$ cat config.mk
export PLATFORM = sky130hd
export DESIGN_NAME = ooo_core_top
export DESIGN_NICKNAME = d
export VERILOG_FILES = /design/src/inst_pkg.sv /design/src/rob_pkg.sv /design/src/core_ifs.sv /design/src/rob_dispatch.sv /design/src/alu_exec.sv /design/src/reorder_buffer.sv /design/src/reg_status.sv /design/src/ooo_core_top.sv
export VERILOG_INCLUDE_DIRS = /design/src /design/src/src
export SDC_FILE = /design/constraint.sdc
export NUM_CORES = 2
export LEC_CHECK = 0
export BUFFER_PORTS_ARGS = -buffer_cell sky130_fd_sc_hd__buf_2
export CAP_MARGIN = 40
export CORE_MARGIN = 1.5
export CORE_UTILIZATION = 30
export CTS_CLUSTER_SIZE = 20
export DETAILED_ROUTE_END_ITERATION = 7
export PLACE_DENSITY = 0.5
export SYNTH_ARGS = -nofsm -noshare
export SYNTH_HDL_FRONTEND = slang
export SYNTH_SLANG_ARGS = --single-unit
$ cat constraint.sdc
create_clock -name clk -period 9.1 [get_ports clk]
set_input_delay 1.365 -clock clk [delete_from_list [all_inputs] [get_ports clk]]
set_output_delay 1.365 -clock clk [all_outputs]
set_load 0.005 [all_outputs]
$ cat src/core_defs.svh
`ifndef CORE_DEFS_SVH
`define CORE_DEFS_SVH

// datapath widths
`define DATA_W      32
`define REG_ADDR_W  5
`define NUM_REGS    32

// decoded field widths
`define FUNCT_W     6
`define SHAMT_W     5
`define EXC_W       5

// execute latency in cycles
`define ALU_LAT     2

// reorder buffer, depth must be a power of two
`define ROB_DEPTH   8
`define ROB_ID_W    3

`endif

$ cat src/inst_pkg.sv
`default_nettype none

`include "core_defs.svh"

package inst_pkg;

  // MIPS R-type funct codes handled by the ALU
  typedef enum logic [`FUNCT_W-1:0] {
    FN_SLL = 6'h00,
    FN_SRL = 6'h02,
    FN_ADD = 6'h20,
    FN_SUB = 6'h22,
    FN_AND = 6'h24,
    FN_OR  = 6'h25,
    FN_XOR = 6'h26,
    FN_SLT = 6'h2A
  } funct_t;

  // zero means no exception
  typedef logic [`EXC_W-1:0] exc_t;

  // operation handed from dispatch to execute
  typedef struct packed {
    funct_t                  funct;
    logic [`SHAMT_W-1:0]     shamt;
    logic [`DATA_W-1:0]      op_a;
    logic [`DATA_W-1:0]      op_b;
    logic [`ROB_ID_W-1:0]    id;
  } alu_op_t;

endpackage

`default_nettype wire

$ cat src/rob_pkg.sv
`default_nettype none

`include "core_defs.svh"

package rob_pkg;

  typedef logic [`ROB_ID_W-1:0] rob_id_t;

  typedef struct packed {
    logic                    done;
    logic                    reg_we;
    logic [`REG_ADDR_W-1:0]  reg_addr;
    logic [`DATA_W-1:0]      value;
    logic [`DATA_W-1:0]      pc;
    inst_pkg::exc_t          exc;
  } rob_entry_t;

  // record of one retired instruction
  typedef struct packed {
    logic                    reg_we;
    logic [`REG_ADDR_W-1:0]  reg_addr;
    logic [`DATA_W-1:0]      value;
    rob_id_t                 id;
    logic [`DATA_W-1:0]      pc;
    inst_pkg::exc_t          exc;
  } commit_t;

endpackage

`default_nettype wire

$ cat src/core_ifs.sv
`timescale 1ns/1ps
`default_nettype none

`include "core_defs.svh"

// dispatch <-> reorder buffer: allocation and operand queries
interface alloc_if;
  import rob_pkg::*;

  logic               can_write;
  rob_id_t            alloc_id;
  logic               alloc_en;
  rob_entry_t         entry;
  rob_id_t            query_id_1;
  rob_id_t            query_id_2;
  logic               query_ready_1;
  logic               query_ready_2;
  logic [`DATA_W-1:0] query_data_1;
  logic [`DATA_W-1:0] query_data_2;

  modport dispatch (
    input  can_write, alloc_id, query_ready_1, query_ready_2, query_data_1, query_data_2,
    output alloc_en, entry, query_id_1, query_id_2
  );

  modport rob (
    output can_write, alloc_id, query_ready_1, query_ready_2, query_data_1, query_data_2,
    input  alloc_en, entry, query_id_1, query_id_2
  );
endinterface

// retire strobe towards the register file
interface commit_if;
  import rob_pkg::*;

  logic    valid;
  commit_t rec;

  modport rob  (output valid, rec);
  modport regs (input valid, rec);
endinterface

`default_nettype wire

$ cat src/rob_dispatch.sv
`timescale 1ns/1ps
`default_nettype none

`include "core_defs.svh"

module rob_dispatch (
  alloc_if.dispatch                alloc,
  input  wire logic                reg_write_en_in,
  input  wire logic [`REG_ADDR_W-1:0] reg_write_addr_in,
  input  wire logic [`REG_ADDR_W-1:0] src_addr_1_in,
  input  wire logic [`REG_ADDR_W-1:0] src_addr_2_in,
  input  wire logic [`FUNCT_W-1:0] funct_in,
  input  wire logic [`SHAMT_W-1:0] shamt_in,
  input  inst_pkg::exc_t           exception_type_in,
  input  wire logic [`DATA_W-1:0]  pc_in,
  input  wire logic                src_busy_1,
  input  wire logic                src_busy_2,
  input  rob_pkg::rob_id_t         src_id_1,
  input  rob_pkg::rob_id_t         src_id_2,
  input  wire logic [`DATA_W-1:0]  src_data_1,
  input  wire logic [`DATA_W-1:0]  src_data_2,
  output logic                     rename_en,
  output logic [`REG_ADDR_W-1:0]   rename_addr,
  output rob_pkg::rob_id_t         rename_id,
  output logic [`REG_ADDR_W-1:0]   src_addr_1,
  output logic [`REG_ADDR_W-1:0]   src_addr_2,
  output logic                     alu_valid,
  output inst_pkg::alu_op_t        alu_op,
  output logic                     stall
);
  import inst_pkg::*;
  import rob_pkg::*;

  logic       inst_valid;
  logic       is_exc;
  logic       ready_1;
  logic       ready_2;
  logic       fire;
  rob_entry_t new_entry;

  // a real instruction writes a nonzero register or carries an exception
  assign is_exc     = |exception_type_in;
  assign inst_valid = reg_write_en_in ? |reg_write_addr_in : is_exc;

  assign src_addr_1       = src_addr_1_in;
  assign src_addr_2       = src_addr_2_in;
  assign alloc.query_id_1 = src_id_1;
  assign alloc.query_id_2 = src_id_2;

  // busy operand is usable once its producer entry is done
  assign ready_1 = !src_busy_1 || alloc.query_ready_1;
  assign ready_2 = !src_busy_2 || alloc.query_ready_2;

  assign stall = inst_valid && (!alloc.can_write || !(ready_1 && ready_2));
  assign fire  = inst_valid && !stall;

  assign alloc.alloc_en = fire;
  assign rename_en      = fire && !is_exc;
  assign rename_addr    = reg_write_addr_in;
  assign rename_id      = alloc.alloc_id;
  assign alu_valid      = fire && !is_exc;

  // exception entries skip execute and start done
  always_comb begin
    new_entry.done     = is_exc;
    new_entry.reg_we   = reg_write_en_in && !is_exc;
    new_entry.reg_addr = reg_write_addr_in;
    new_entry.value    = '0;
    new_entry.pc       = pc_in;
    new_entry.exc      = exception_type_in;
  end
  assign alloc.entry = new_entry;

  always_comb begin
    alu_op.funct = funct_t'(funct_in);
    alu_op.shamt = shamt_in;
    alu_op.op_a  = src_busy_1 ? alloc.query_data_1 : src_data_1;
    alu_op.op_b  = src_busy_2 ? alloc.query_data_2 : src_data_2;
    alu_op.id    = alloc.alloc_id;
  end

endmodule

`default_nettype wire

$ cat src/alu_exec.sv
`timescale 1ns/1ps
`default_nettype none

`include "core_defs.svh"

module alu_exec (
  input  wire logic               clk,
  input  wire logic               rst_n,
  input  wire logic               alu_valid,
  input  inst_pkg::alu_op_t       alu_op,
  output logic                    wb_valid,
  output rob_pkg::rob_id_t        wb_id,
  output logic [`DATA_W-1:0]      wb_data
);
  import inst_pkg::*;
  import rob_pkg::*;

  logic [`DATA_W-1:0]  result;
  logic [`ALU_LAT-1:0] stage_vld;
  logic [`DATA_W-1:0]  stage_res [`ALU_LAT];
  rob_id_t             stage_id  [`ALU_LAT];

  always_comb begin
    case (alu_op.funct)
      FN_ADD:  result = alu_op.op_a + alu_op.op_b;
      FN_SUB:  result = alu_op.op_a - alu_op.op_b;
      FN_AND:  result = alu_op.op_a & alu_op.op_b;
      FN_OR:   result = alu_op.op_a | alu_op.op_b;
      FN_XOR:  result = alu_op.op_a ^ alu_op.op_b;
      FN_SLL:  result = alu_op.op_b << alu_op.shamt;
      FN_SRL:  result = alu_op.op_b >> alu_op.shamt;
      FN_SLT:  result = {{(`DATA_W-1){1'b0}}, $signed(alu_op.op_a) < $signed(alu_op.op_b)};
      default: result = '0;
    endcase
  end

  // valid bits travel with the data
  always_ff @(posedge clk) begin
    if (!rst_n) begin
      stage_vld <= '0;
    end else begin
      stage_vld <= {stage_vld[`ALU_LAT-2:0], alu_valid};
    end
  end

  always_ff @(posedge clk) begin
    stage_res[0] <= result;
    stage_id[0]  <= alu_op.id;
    for (int i = 1; i < `ALU_LAT; i++) begin
      stage_res[i] <= stage_res[i-1];
      stage_id[i]  <= stage_id[i-1];
    end
  end

  assign wb_valid = stage_vld[`ALU_LAT-1];
  assign wb_id    = stage_id[`ALU_LAT-1];
  assign wb_data  = stage_res[`ALU_LAT-1];

endmodule

`default_nettype wire

$ cat src/reorder_buffer.sv
`timescale 1ns/1ps
`default_nettype none

`include "core_defs.svh"

module reorder_buffer (
  input  wire logic               clk,
  input  wire logic               rst_n,
  alloc_if.rob                    alloc,
  input  wire logic               wb_valid,
  input  rob_pkg::rob_id_t        wb_id,
  input  wire logic [`DATA_W-1:0] wb_data,
  commit_if.rob                   commit
);
  import rob_pkg::*;

  rob_entry_t          entries [`ROB_DEPTH];
  rob_id_t             head;
  rob_id_t             tail;
  logic [`ROB_ID_W:0]  count;
  logic                do_alloc;
  logic                retire;

  assign alloc.can_write = (count != `ROB_DEPTH);
  assign alloc.alloc_id  = tail;
  assign do_alloc        = alloc.alloc_en && alloc.can_write;

  // head leaves once its result is in
  assign retire = (count != 0) && entries[head].done;

  // operand forwarding by producer id
  assign alloc.query_ready_1 = entries[alloc.query_id_1].done;
  assign alloc.query_ready_2 = entries[alloc.query_id_2].done;
  assign alloc.query_data_1  = entries[alloc.query_id_1].value;
  assign alloc.query_data_2  = entries[alloc.query_id_2].value;

  always_ff @(posedge clk) begin
    if (!rst_n) begin
      head         <= '0;
      tail         <= '0;
      count        <= '0;
      commit.valid <= 1'b0;
    end else begin
      commit.valid <= retire;
      if (do_alloc) begin
        tail <= tail + 1'b1;
      end
      if (retire) begin
        head <= head + 1'b1;
      end
      case ({do_alloc, retire})
        2'b10:   count <= count + 1'b1;
        2'b01:   count <= count - 1'b1;
        default: count <= count;
      endcase
    end
  end

  // tail slot is free, so it never collides with a writeback
  always_ff @(posedge clk) begin
    if (do_alloc) begin
      entries[tail] <= alloc.entry;
    end
    if (wb_valid) begin
      entries[wb_id].done  <= 1'b1;
      entries[wb_id].value <= wb_data;
    end
  end

  always_ff @(posedge clk) begin
    if (retire) begin
      commit.rec.reg_we   <= entries[head].reg_we;
      commit.rec.reg_addr <= entries[head].reg_addr;
      commit.rec.value    <= entries[head].value;
      commit.rec.id       <= head;
      commit.rec.pc       <= entries[head].pc;
      commit.rec.exc      <= entries[head].exc;
    end
  end

endmodule

`default_nettype wire

$ cat src/reg_status.sv
`timescale 1ns/1ps
`default_nettype none

`include "core_defs.svh"

module reg_status (
  input  wire logic                   clk,
  input  wire logic                   rst_n,
  input  wire logic                   rename_en,
  input  wire logic [`REG_ADDR_W-1:0] rename_addr,
  input  rob_pkg::rob_id_t            rename_id,
  input  wire logic [`REG_ADDR_W-1:0] src_addr_1,
  input  wire logic [`REG_ADDR_W-1:0] src_addr_2,
  commit_if.regs                      commit,
  output logic                        src_busy_1,
  output logic                        src_busy_2,
  output rob_pkg::rob_id_t            src_id_1,
  output rob_pkg::rob_id_t            src_id_2,
  output logic [`DATA_W-1:0]          src_data_1,
  output logic [`DATA_W-1:0]          src_data_2
);
  import rob_pkg::*;

  logic [`DATA_W-1:0]   regs [`NUM_REGS];
  logic [`NUM_REGS-1:0] busy;
  rob_id_t              owner [`NUM_REGS];
  logic                 wr_en;

  assign wr_en = commit.valid && commit.rec.reg_we && (commit.rec.reg_addr != '0);

  // rename after commit, so a same-cycle rename keeps the register busy
  always_ff @(posedge clk) begin
    if (!rst_n) begin
      busy <= '0;
    end else begin
      if (wr_en && (owner[commit.rec.reg_addr] == commit.rec.id)) begin
        busy[commit.rec.reg_addr] <= 1'b0;
      end
      if (rename_en && (rename_addr != '0)) begin
        busy[rename_addr] <= 1'b1;
      end
    end
  end

  always_ff @(posedge clk) begin
    if (wr_en) begin
      regs[commit.rec.reg_addr] <= commit.rec.value;
    end
    if (rename_en) begin
      owner[rename_addr] <= rename_id;
    end
  end

  // r0 reads zero and is never busy
  assign src_busy_1 = (src_addr_1 != '0) && busy[src_addr_1];
  assign src_busy_2 = (src_addr_2 != '0) && busy[src_addr_2];
  assign src_id_1   = owner[src_addr_1];
  assign src_id_2   = owner[src_addr_2];
  assign src_data_1 = (src_addr_1 == '0) ? '0 : regs[src_addr_1];
  assign src_data_2 = (src_addr_2 == '0) ? '0 : regs[src_addr_2];

endmodule

`default_nettype wire

$ cat src/ooo_core_top.sv
`timescale 1ns/1ps
`default_nettype none

`include "core_defs.svh"

module ooo_core_top (
  input  wire logic                   clk,
  input  wire logic                   rst_n,
  input  wire logic                   reg_write_en_in,
  input  wire logic [`REG_ADDR_W-1:0] reg_write_addr_in,
  input  wire logic [`REG_ADDR_W-1:0] src_addr_1_in,
  input  wire logic [`REG_ADDR_W-1:0] src_addr_2_in,
  input  wire logic [`FUNCT_W-1:0]    funct_in,
  input  wire logic [`SHAMT_W-1:0]    shamt_in,
  input  wire logic [`EXC_W-1:0]      exception_type_in,
  input  wire logic [`DATA_W-1:0]     pc_in,
  output logic                        stall,
  output logic                        commit_valid,
  output logic                        commit_reg_write_en,
  output logic [`REG_ADDR_W-1:0]      commit_reg_addr,
  output logic [`DATA_W-1:0]          commit_data,
  output logic [`DATA_W-1:0]          commit_pc,
  output logic [`EXC_W-1:0]           commit_exception
);
  import inst_pkg::*;
  import rob_pkg::*;

  alloc_if  alloc_bus ();
  commit_if commit_bus ();

  logic                   src_busy_1;
  logic                   src_busy_2;
  rob_id_t                src_id_1;
  rob_id_t                src_id_2;
  logic [`DATA_W-1:0]     src_data_1;
  logic [`DATA_W-1:0]     src_data_2;
  logic [`REG_ADDR_W-1:0] src_addr_1;
  logic [`REG_ADDR_W-1:0] src_addr_2;
  logic                   rename_en;
  logic [`REG_ADDR_W-1:0] rename_addr;
  rob_id_t                rename_id;
  logic                   alu_valid;
  alu_op_t                alu_op;
  logic                   wb_valid;
  rob_id_t                wb_id;
  logic [`DATA_W-1:0]     wb_data;

  rob_dispatch rob_dispatch_inst (
    .alloc             (alloc_bus.dispatch),
    .reg_write_en_in   (reg_write_en_in),
    .reg_write_addr_in (reg_write_addr_in),
    .src_addr_1_in     (src_addr_1_in),
    .src_addr_2_in     (src_addr_2_in),
    .funct_in          (funct_in),
    .shamt_in          (shamt_in),
    .exception_type_in (exception_type_in),
    .pc_in             (pc_in),
    .src_busy_1        (src_busy_1),
    .src_busy_2        (src_busy_2),
    .src_id_1          (src_id_1),
    .src_id_2          (src_id_2),
    .src_data_1        (src_data_1),
    .src_data_2        (src_data_2),
    .rename_en         (rename_en),
    .rename_addr       (rename_addr),
    .rename_id         (rename_id),
    .src_addr_1        (src_addr_1),
    .src_addr_2        (src_addr_2),
    .alu_valid         (alu_valid),
    .alu_op            (alu_op),
    .stall             (stall)
  );

  alu_exec alu_exec_inst (
    .clk       (clk),
    .rst_n     (rst_n),
    .alu_valid (alu_valid),
    .alu_op    (alu_op),
    .wb_valid  (wb_valid),
    .wb_id     (wb_id),
    .wb_data   (wb_data)
  );

  reorder_buffer reorder_buffer_inst (
    .clk      (clk),
    .rst_n    (rst_n),
    .alloc    (alloc_bus.rob),
    .wb_valid (wb_valid),
    .wb_id    (wb_id),
    .wb_data  (wb_data),
    .commit   (commit_bus.rob)
  );

  reg_status reg_status_inst (
    .clk         (clk),
    .rst_n       (rst_n),
    .rename_en   (rename_en),
    .rename_addr (rename_addr),
    .rename_id   (rename_id),
    .src_addr_1  (src_addr_1),
    .src_addr_2  (src_addr_2),
    .commit      (commit_bus.regs),
    .src_busy_1  (src_busy_1),
    .src_busy_2  (src_busy_2),
    .src_id_1    (src_id_1),
    .src_id_2    (src_id_2),
    .src_data_1  (src_data_1),
    .src_data_2  (src_data_2)
  );

  // retire record out to the ports
  assign commit_valid        = commit_bus.valid;
  assign commit_reg_write_en = commit_bus.rec.reg_we;
  assign commit_reg_addr     = commit_bus.rec.reg_addr;
  assign commit_data         = commit_bus.rec.value;
  assign commit_pc           = commit_bus.rec.pc;
  assign commit_exception    = commit_bus.rec.exc;

endmodule

`default_nettype wire

; Word level (Yosys, flattened, before mapping)
; Memories as Yosys holds them, arrays and structs flattened. A register that Yosys moved wholly into a read port is not among the register bits.
; Index checks and enable logic that the tools add are counted.
[word_totals]
mem_bits_rw = 1798
input_bits = 66
elab_cells = 113
output_inout_bits = 77
ff_bits = 123
mem_count = 5
[classes]
n_mux = 29
n_lt_le_gt_ge = 7
n_eq_ne = 11
addsub = 6
shifts = 2
n_reduce_logical = 35
bitwise_logic = 6
[mem_list]
columns = name, words, word_bits, read_ports, rd_clocked_by_memory_dff, wr, line
row1 = reg_status_inst.regs, 32, 32, 2, 0, 1, reg_status.sv:24  ; logic [`DATA_W-1:0] regs [`NUM_REGS];
row2 = reorder_buffer_inst.entries, 8, 76, 3, 1, 2, reorder_buffer.sv:17  ; rob_entry_t entries [`ROB_DEPTH];
row3 = reg_status_inst.owner, 32, 3, 3, 1, 1, reg_status.sv:26  ; rob_id_t owner [`NUM_REGS];
row4 = alu_exec_inst.stage_res, 2, 32, 2, 0, 2, alu_exec.sv:20  ; logic [`DATA_W-1:0] stage_res [`ALU_LAT];
row5 = alu_exec_inst.stage_id, 2, 3, 2, 0, 2, alu_exec.sv:21  ; rob_id_t stage_id [`ALU_LAT];
[op_table]
columns = cell, count
row1 = case mux 32 bit (8 select lines), 1
row2 = 2-to-1 mux 32 bit, 7
row3 = AND 32 bit, 2
row4 = bitwise OR 32 bit, 2
row5 = == test 6 bit (second input constant), 6
row6 = adder 32 bit, 1
row7 = < comparator 32 bit, 1
row8 = NOT 32 bit, 1
row9 = << shifter 32 x 5 -> 32 bit, 1
row10 = >> shifter 32 x 5 -> 32 bit, 1
row11 = subtractor 32 bit, 1
row12 = bitwise XOR 32 bit, 1
row13 = < comparator 5 x 6 -> 1 bit (second input constant), 4
row14 = nonzero test 5 bit, 4
row15 = logical AND 1 bit, 15
row16 = 2-to-1 mux 1 bit, 13
row17 = binary-select mux 1 bit (select 5 bit), 2
row18 = demux 1 bit (select 5 bit), 2
row19 = greater-or-equal comparator 5 x 1 -> 1 bit (second input constant), 2
row20 = zero test 5 bit, 2
row21 = OR reduction 5 bit, 2
row22 = case mux 4 bit (2 select lines), 1
row23 = adder 3 x 1 -> 3 bit (second input constant), 2
row24 = == test 6 x 2 -> 1 bit (second input constant), 1
row25 = 13 further kinds, 21

; Longest topological paths before layout
[depth]
word_depth = 14
depth_mapped = 29
ltp_nobuf = 25

; Hierarchy
; A second synthesis with hierarchy kept.
[unflattened]
cells_unflattened = 6322
hier_area_um2 = 100448.8
[modules_own_cells]
columns = module, seq_area_each_um2, instances, area_per_inst_um2, cells_each
row1 = reg_status, 34272.9, 1, 54323.4, 2511
row2 = reorder_buffer, 20799.9, 1, 33850.0, 2244
row3 = alu_exec, 1441.4, 1, 10563.9, 1366
row4 = rob_dispatch, 0.0, 1, 1711.6, 201

; Least setup slack after synthesis
; Ideal clock, no wire load.
[synth_timing]
path_kind = input to register
start = in src_addr_1_in[0]
end = mem reorder_buffer_inst.entries[6][37] (netlist name) (enable)
path_buffers = 4
required_time_ns = 8.725
cell_stages = 12
t_arrival_ns = 8.392
path_slack_ns = 0.333
setup_ns = 0.375
cell_sequence = buf_2 > buf_2 > buf_2 > mux4_2 > mux4_2 > mux2i_1 > mux4_2 > nand2_1 > nand4_2 > buf_4 > nor3_1 > or2_2
[synth_lines]
columns = item, line
row1 = from (decl), ooo_core_top.sv:11  ; input wire logic [`REG_ADDR_W-1:0] src_addr_1_in,
row2 = to (decl), reorder_buffer.sv:17

==> key figures <==
Status
  • Status: finished, final reports clean

Yosys
  • Mapped Area: approximately 0.098 mm2
  • Dominant synthesized flop cell: edfxtp_1
  • Most frequent cells after synthesis: edfxtp_1 (1,798), mux4_2 (895), mux2i_1 (369), and2_1 (294), clkbuf_1 (251)
  • #FFs+latches synth: roughly 1,900
  • Mapped Avg Cell Area: between 15 and 20 um2
  • Post-synth EDFFs: 1,798
  • Synth top area cells: edfxtp_1 (55%), mux4_2 (21%), mux2i_1 (3.8%)
  • Most frequent cell after synthesis: edfxtp_1
  • Post-synth top area cell: edfxtp_1
  • Post-synth cell types: 106
  • Yosys warnings: 0
  • Top-area cell type share of the netlist area: between 50% and 60%
  • Cell count after synthesis: 5,921
  • Post-synth ARST share: 0%
  • Register area share after synthesis: approximately three fifths

Layout
  • # fillers: a little over 30,000
  • Final Cell Area: roughly 0.11 mm2
  • Fin cells: about 11,000
  • Layout area overhead: 15.0%
  • Area occupied by multi-input gates: about 0.038 mm2
  • Sequential cell area: around 0.057 mm2
  • Layout cell share with drive strength beyond 1: 31.2%
  • Nets@finish: 6,321

Timing
  • Hold slack final: 0.235 ns
  • Tmin final: about 7.7 ns
  • RSZ-0062 raised after global routing: no
  • Worst Max-Slew Pin Slew: 0.937 ns
  • Hold Fails Final Rpt: 0
  • Post-route clock period utilization: 84.1%
  • Fmax: about 130 MHz
  • TNS Setup: 0 ns
  • Final setup fails: 0
  • Max-slew headroom: between 30% and 40%
  • Clk_skew: approximately 0.13 ns
  • Max Transition Viols Final: 0

Clock network
  • H-tree depth: 4
  • Clock root cell: clkbuf_16
  • Post-CTS Hold Buffers: 0
  • Post-CTS sizing: 0
  • Setup bufs post-CTS: 0
  • Clock buffer depth: 4
  • Clock transition at path regs: 0.06 ns
  • Worst-Skew Late Latency: roughly 0.94 ns
  • Clock sinks: about 1,900
  • CTS tree: yes
  • Cts bufs inserted: between 200 and 250

Power
  • Total power: ~0.028 W
  • Pleak: ~37 nW
  • Pwr dens: between 200 and 300 mW/mm2
  • Maximum VDD drop: roughly 0.22 mV

Routing
  • Vias per cell: between 5 and 6
  • DRC viols: 0
  • DRT antenna net count: 0
  • Number of DRC markers in iteration 0: ~6,700
  • TritonRoute pass-1 iters: 6
  • WL final: 342 mm
  • Routed WL per cell: 32.1 um
  • Via count: around 60,000

Die
  • Die W: between 500 and 600 um
  • Core Box Area: approximately 0.32 mm2
  • Die Y: ~570 um
  • IO Pins: between 100 and 150
  • Die area: 0.329 mm2
  • Row count: 209
  • Initial Utilization: 30.1%

Place
  • Placed inst area: about 0.11 mm2
  • Placed cells: ~10,000
  • Post-DP HPWL: between 200 and 250 mm
  • Port bufs: approximately 140
  • Placer Congestion: roughly 0.93

Global route
  • GRT Util Overall: 20.3%
  • First-pass GRT wire length: 478 mm
  • Antenna violations before repair: 25
  • Number of global-route vias before repair: ~60,000
  • Largest net degree at the start of global routing: 79
  • Total gr overflow: 0

Setup path
  • Critical path type: in -> reg
  • Type of element launching the critical path: primary input
  • Crit end category: register
  • Worst EP arrival: approximately 8.4 ns
  • CP Max Fanout: 50
  • Critical Path RT: around 10 ns

Worst hold path
  • Worst hold path class: reg -> reg

Run
  • Max_cap viols: 0
-- metrics by stage --
| stage | util [%] | worst slack [ns] |
|---|---|---|
| floorplan | - | 0.333 |
| global placement | 32.1 | 0.553 |
| finish | 34.7 | 1.45 |
| CTS | 34.6 | 1.40 |
| global route | 34.7 | 1.05 |
| detailed placement | 32.5 | 0.503 |
-- state kept, by name, summed over array words and instances (netlist names), named ones only --
name / cells
reg_status_inst.owner: 96
alu_exec_inst.stage_id: 6
alu_exec_inst.stage_vld: 2
reg_status_inst.regs: 1024
reorder_buffer_inst.entries: 608
reorder_buffer_inst.commit.rec: 78
reorder_buffer_inst.commit.valid: 1
reorder_buffer_inst.count: 4
reorder_buffer_inst.alloc.alloc_id: 3
alu_exec_inst.stage_res: 64
reorder_buffer_inst.head: 3
reg_status_inst.busy: 32
-- where the power goes --
part | leakage, nW | switching, W | internal (W) | total, W
Sequential | 17.5 | 0.000653 | 0.0116 | 0.0122
Combinational | 15.9 | 0.00456 | 0.00268 | 0.00724
Clock | 3.40 | 0.00371 | 0.00500 | 0.00870
Total | 36.9 | 0.00892 | 0.0192 | 0.0282
-- critical path: stages --
cell and delay [ns]:
buf_8 0.36, buf_12 0.35, buf_12 0.38, mux4_2 0.58, mux4_2 0.49, mux2i_1 0.59, o22ai_1 0.24, a211oi_4 0.31
buf_4 0.26, fa_1 0.24, nor2b_1 0.16, o21a_1 0.18, o21ai_0 0.18, a211o_1 0.38, a211oi_1 0.41, o221ai_1 0.31
a21oi_1 0.39, a21oi_1 0.12, o21bai_1 0.19, o22ai_1 0.11, o21ai_0 0.31, buf_4 0.18, nand4_1 0.10
-- cell families (layout without fill, tap and decap cells) --
logic type	count (synthesis)	count (layout)	synth area share (%)
simple gates	1076	1076	5.72
compound gates	781	781	5.71
mux	1383	1383	25.9
xor+xnor	18	18	0.162
buf+inv	625	992	3.09
other cells	1	50	0.00384
flops	1929	1929	58.0
fa+ha+maj	108	108	1.41
-- per-layer routing --
layer | GRT usage [%] | vias up | wire length [um]
met2 | 33.0 | 2505 | 163000
met5 | 0 | - | 13
met4 | 7.32 | 2 | 13000
met3 | 2.90 | 557 | 22000
met1 | 27.7 | 32000 | 144000
li1 | - | 24500 | -
-- placed cells by master (no fill, tap or decap), types with 27 or more instances in the layout --
cell / count
o22ai_1: 52
conb_1: 35
nor2_4: 36
clkbuf_1: 33
dfxtp_1: 127
a221oi_1: 39
nor2_1: 181
ha_1: 105
clkinv_2: 50
buf_4: 286
inv_1: 108
a21o_1: 30
nand2_1: 231
nand3_1: 63
clkbuf_16: 217
buf_12: 27
a22oi_1: 27
and2_1: 294
mux2i_1: 367
edfxtp_1: 1798
a211oi_1: 117
o21ai_0: 88
buf_16: 30
nor2b_1: 79
a21oi_1: 184
nor3_1: 39
or2_2: 33
buf_2: 133
mux2_2: 108
clkinv_1: 36
mux4_2: 895
-- area by class of cell --
class / instances / share of cell area (%)
flip-flops and latches: 1929 / 50.5
multi-input cells: 3401 / 34.3
clock buffers: 262 / 5.08
well taps: 4325 / 4.82
repair buffers: 486 / 3.85
clock inverters: 132 / 1.10
inverters: 112 / 0.375
diodes: 15 / 0.0334
-- path summary, 6_finish.rpt --
check                                    start                        endpoint  slack, ns  cells after the start
hold reg to reg   alu_exec_inst.stage_id[0][2]    alu_exec_inst.stage_id[0][5]       0.24                      0
setup reg to reg   reg_status_inst.owner[4][0]  alu_exec_inst.stage_res[0][24]       1.91                     25
hold / removal    alu_exec_inst.stage_id[0][2]    alu_exec_inst.stage_id[0][5]       0.24                      0
setup / recovery              src_addr_2_in[0]  alu_exec_inst.stage_res[0][24]       1.45                     23
(Power assumes the default switching activity.)
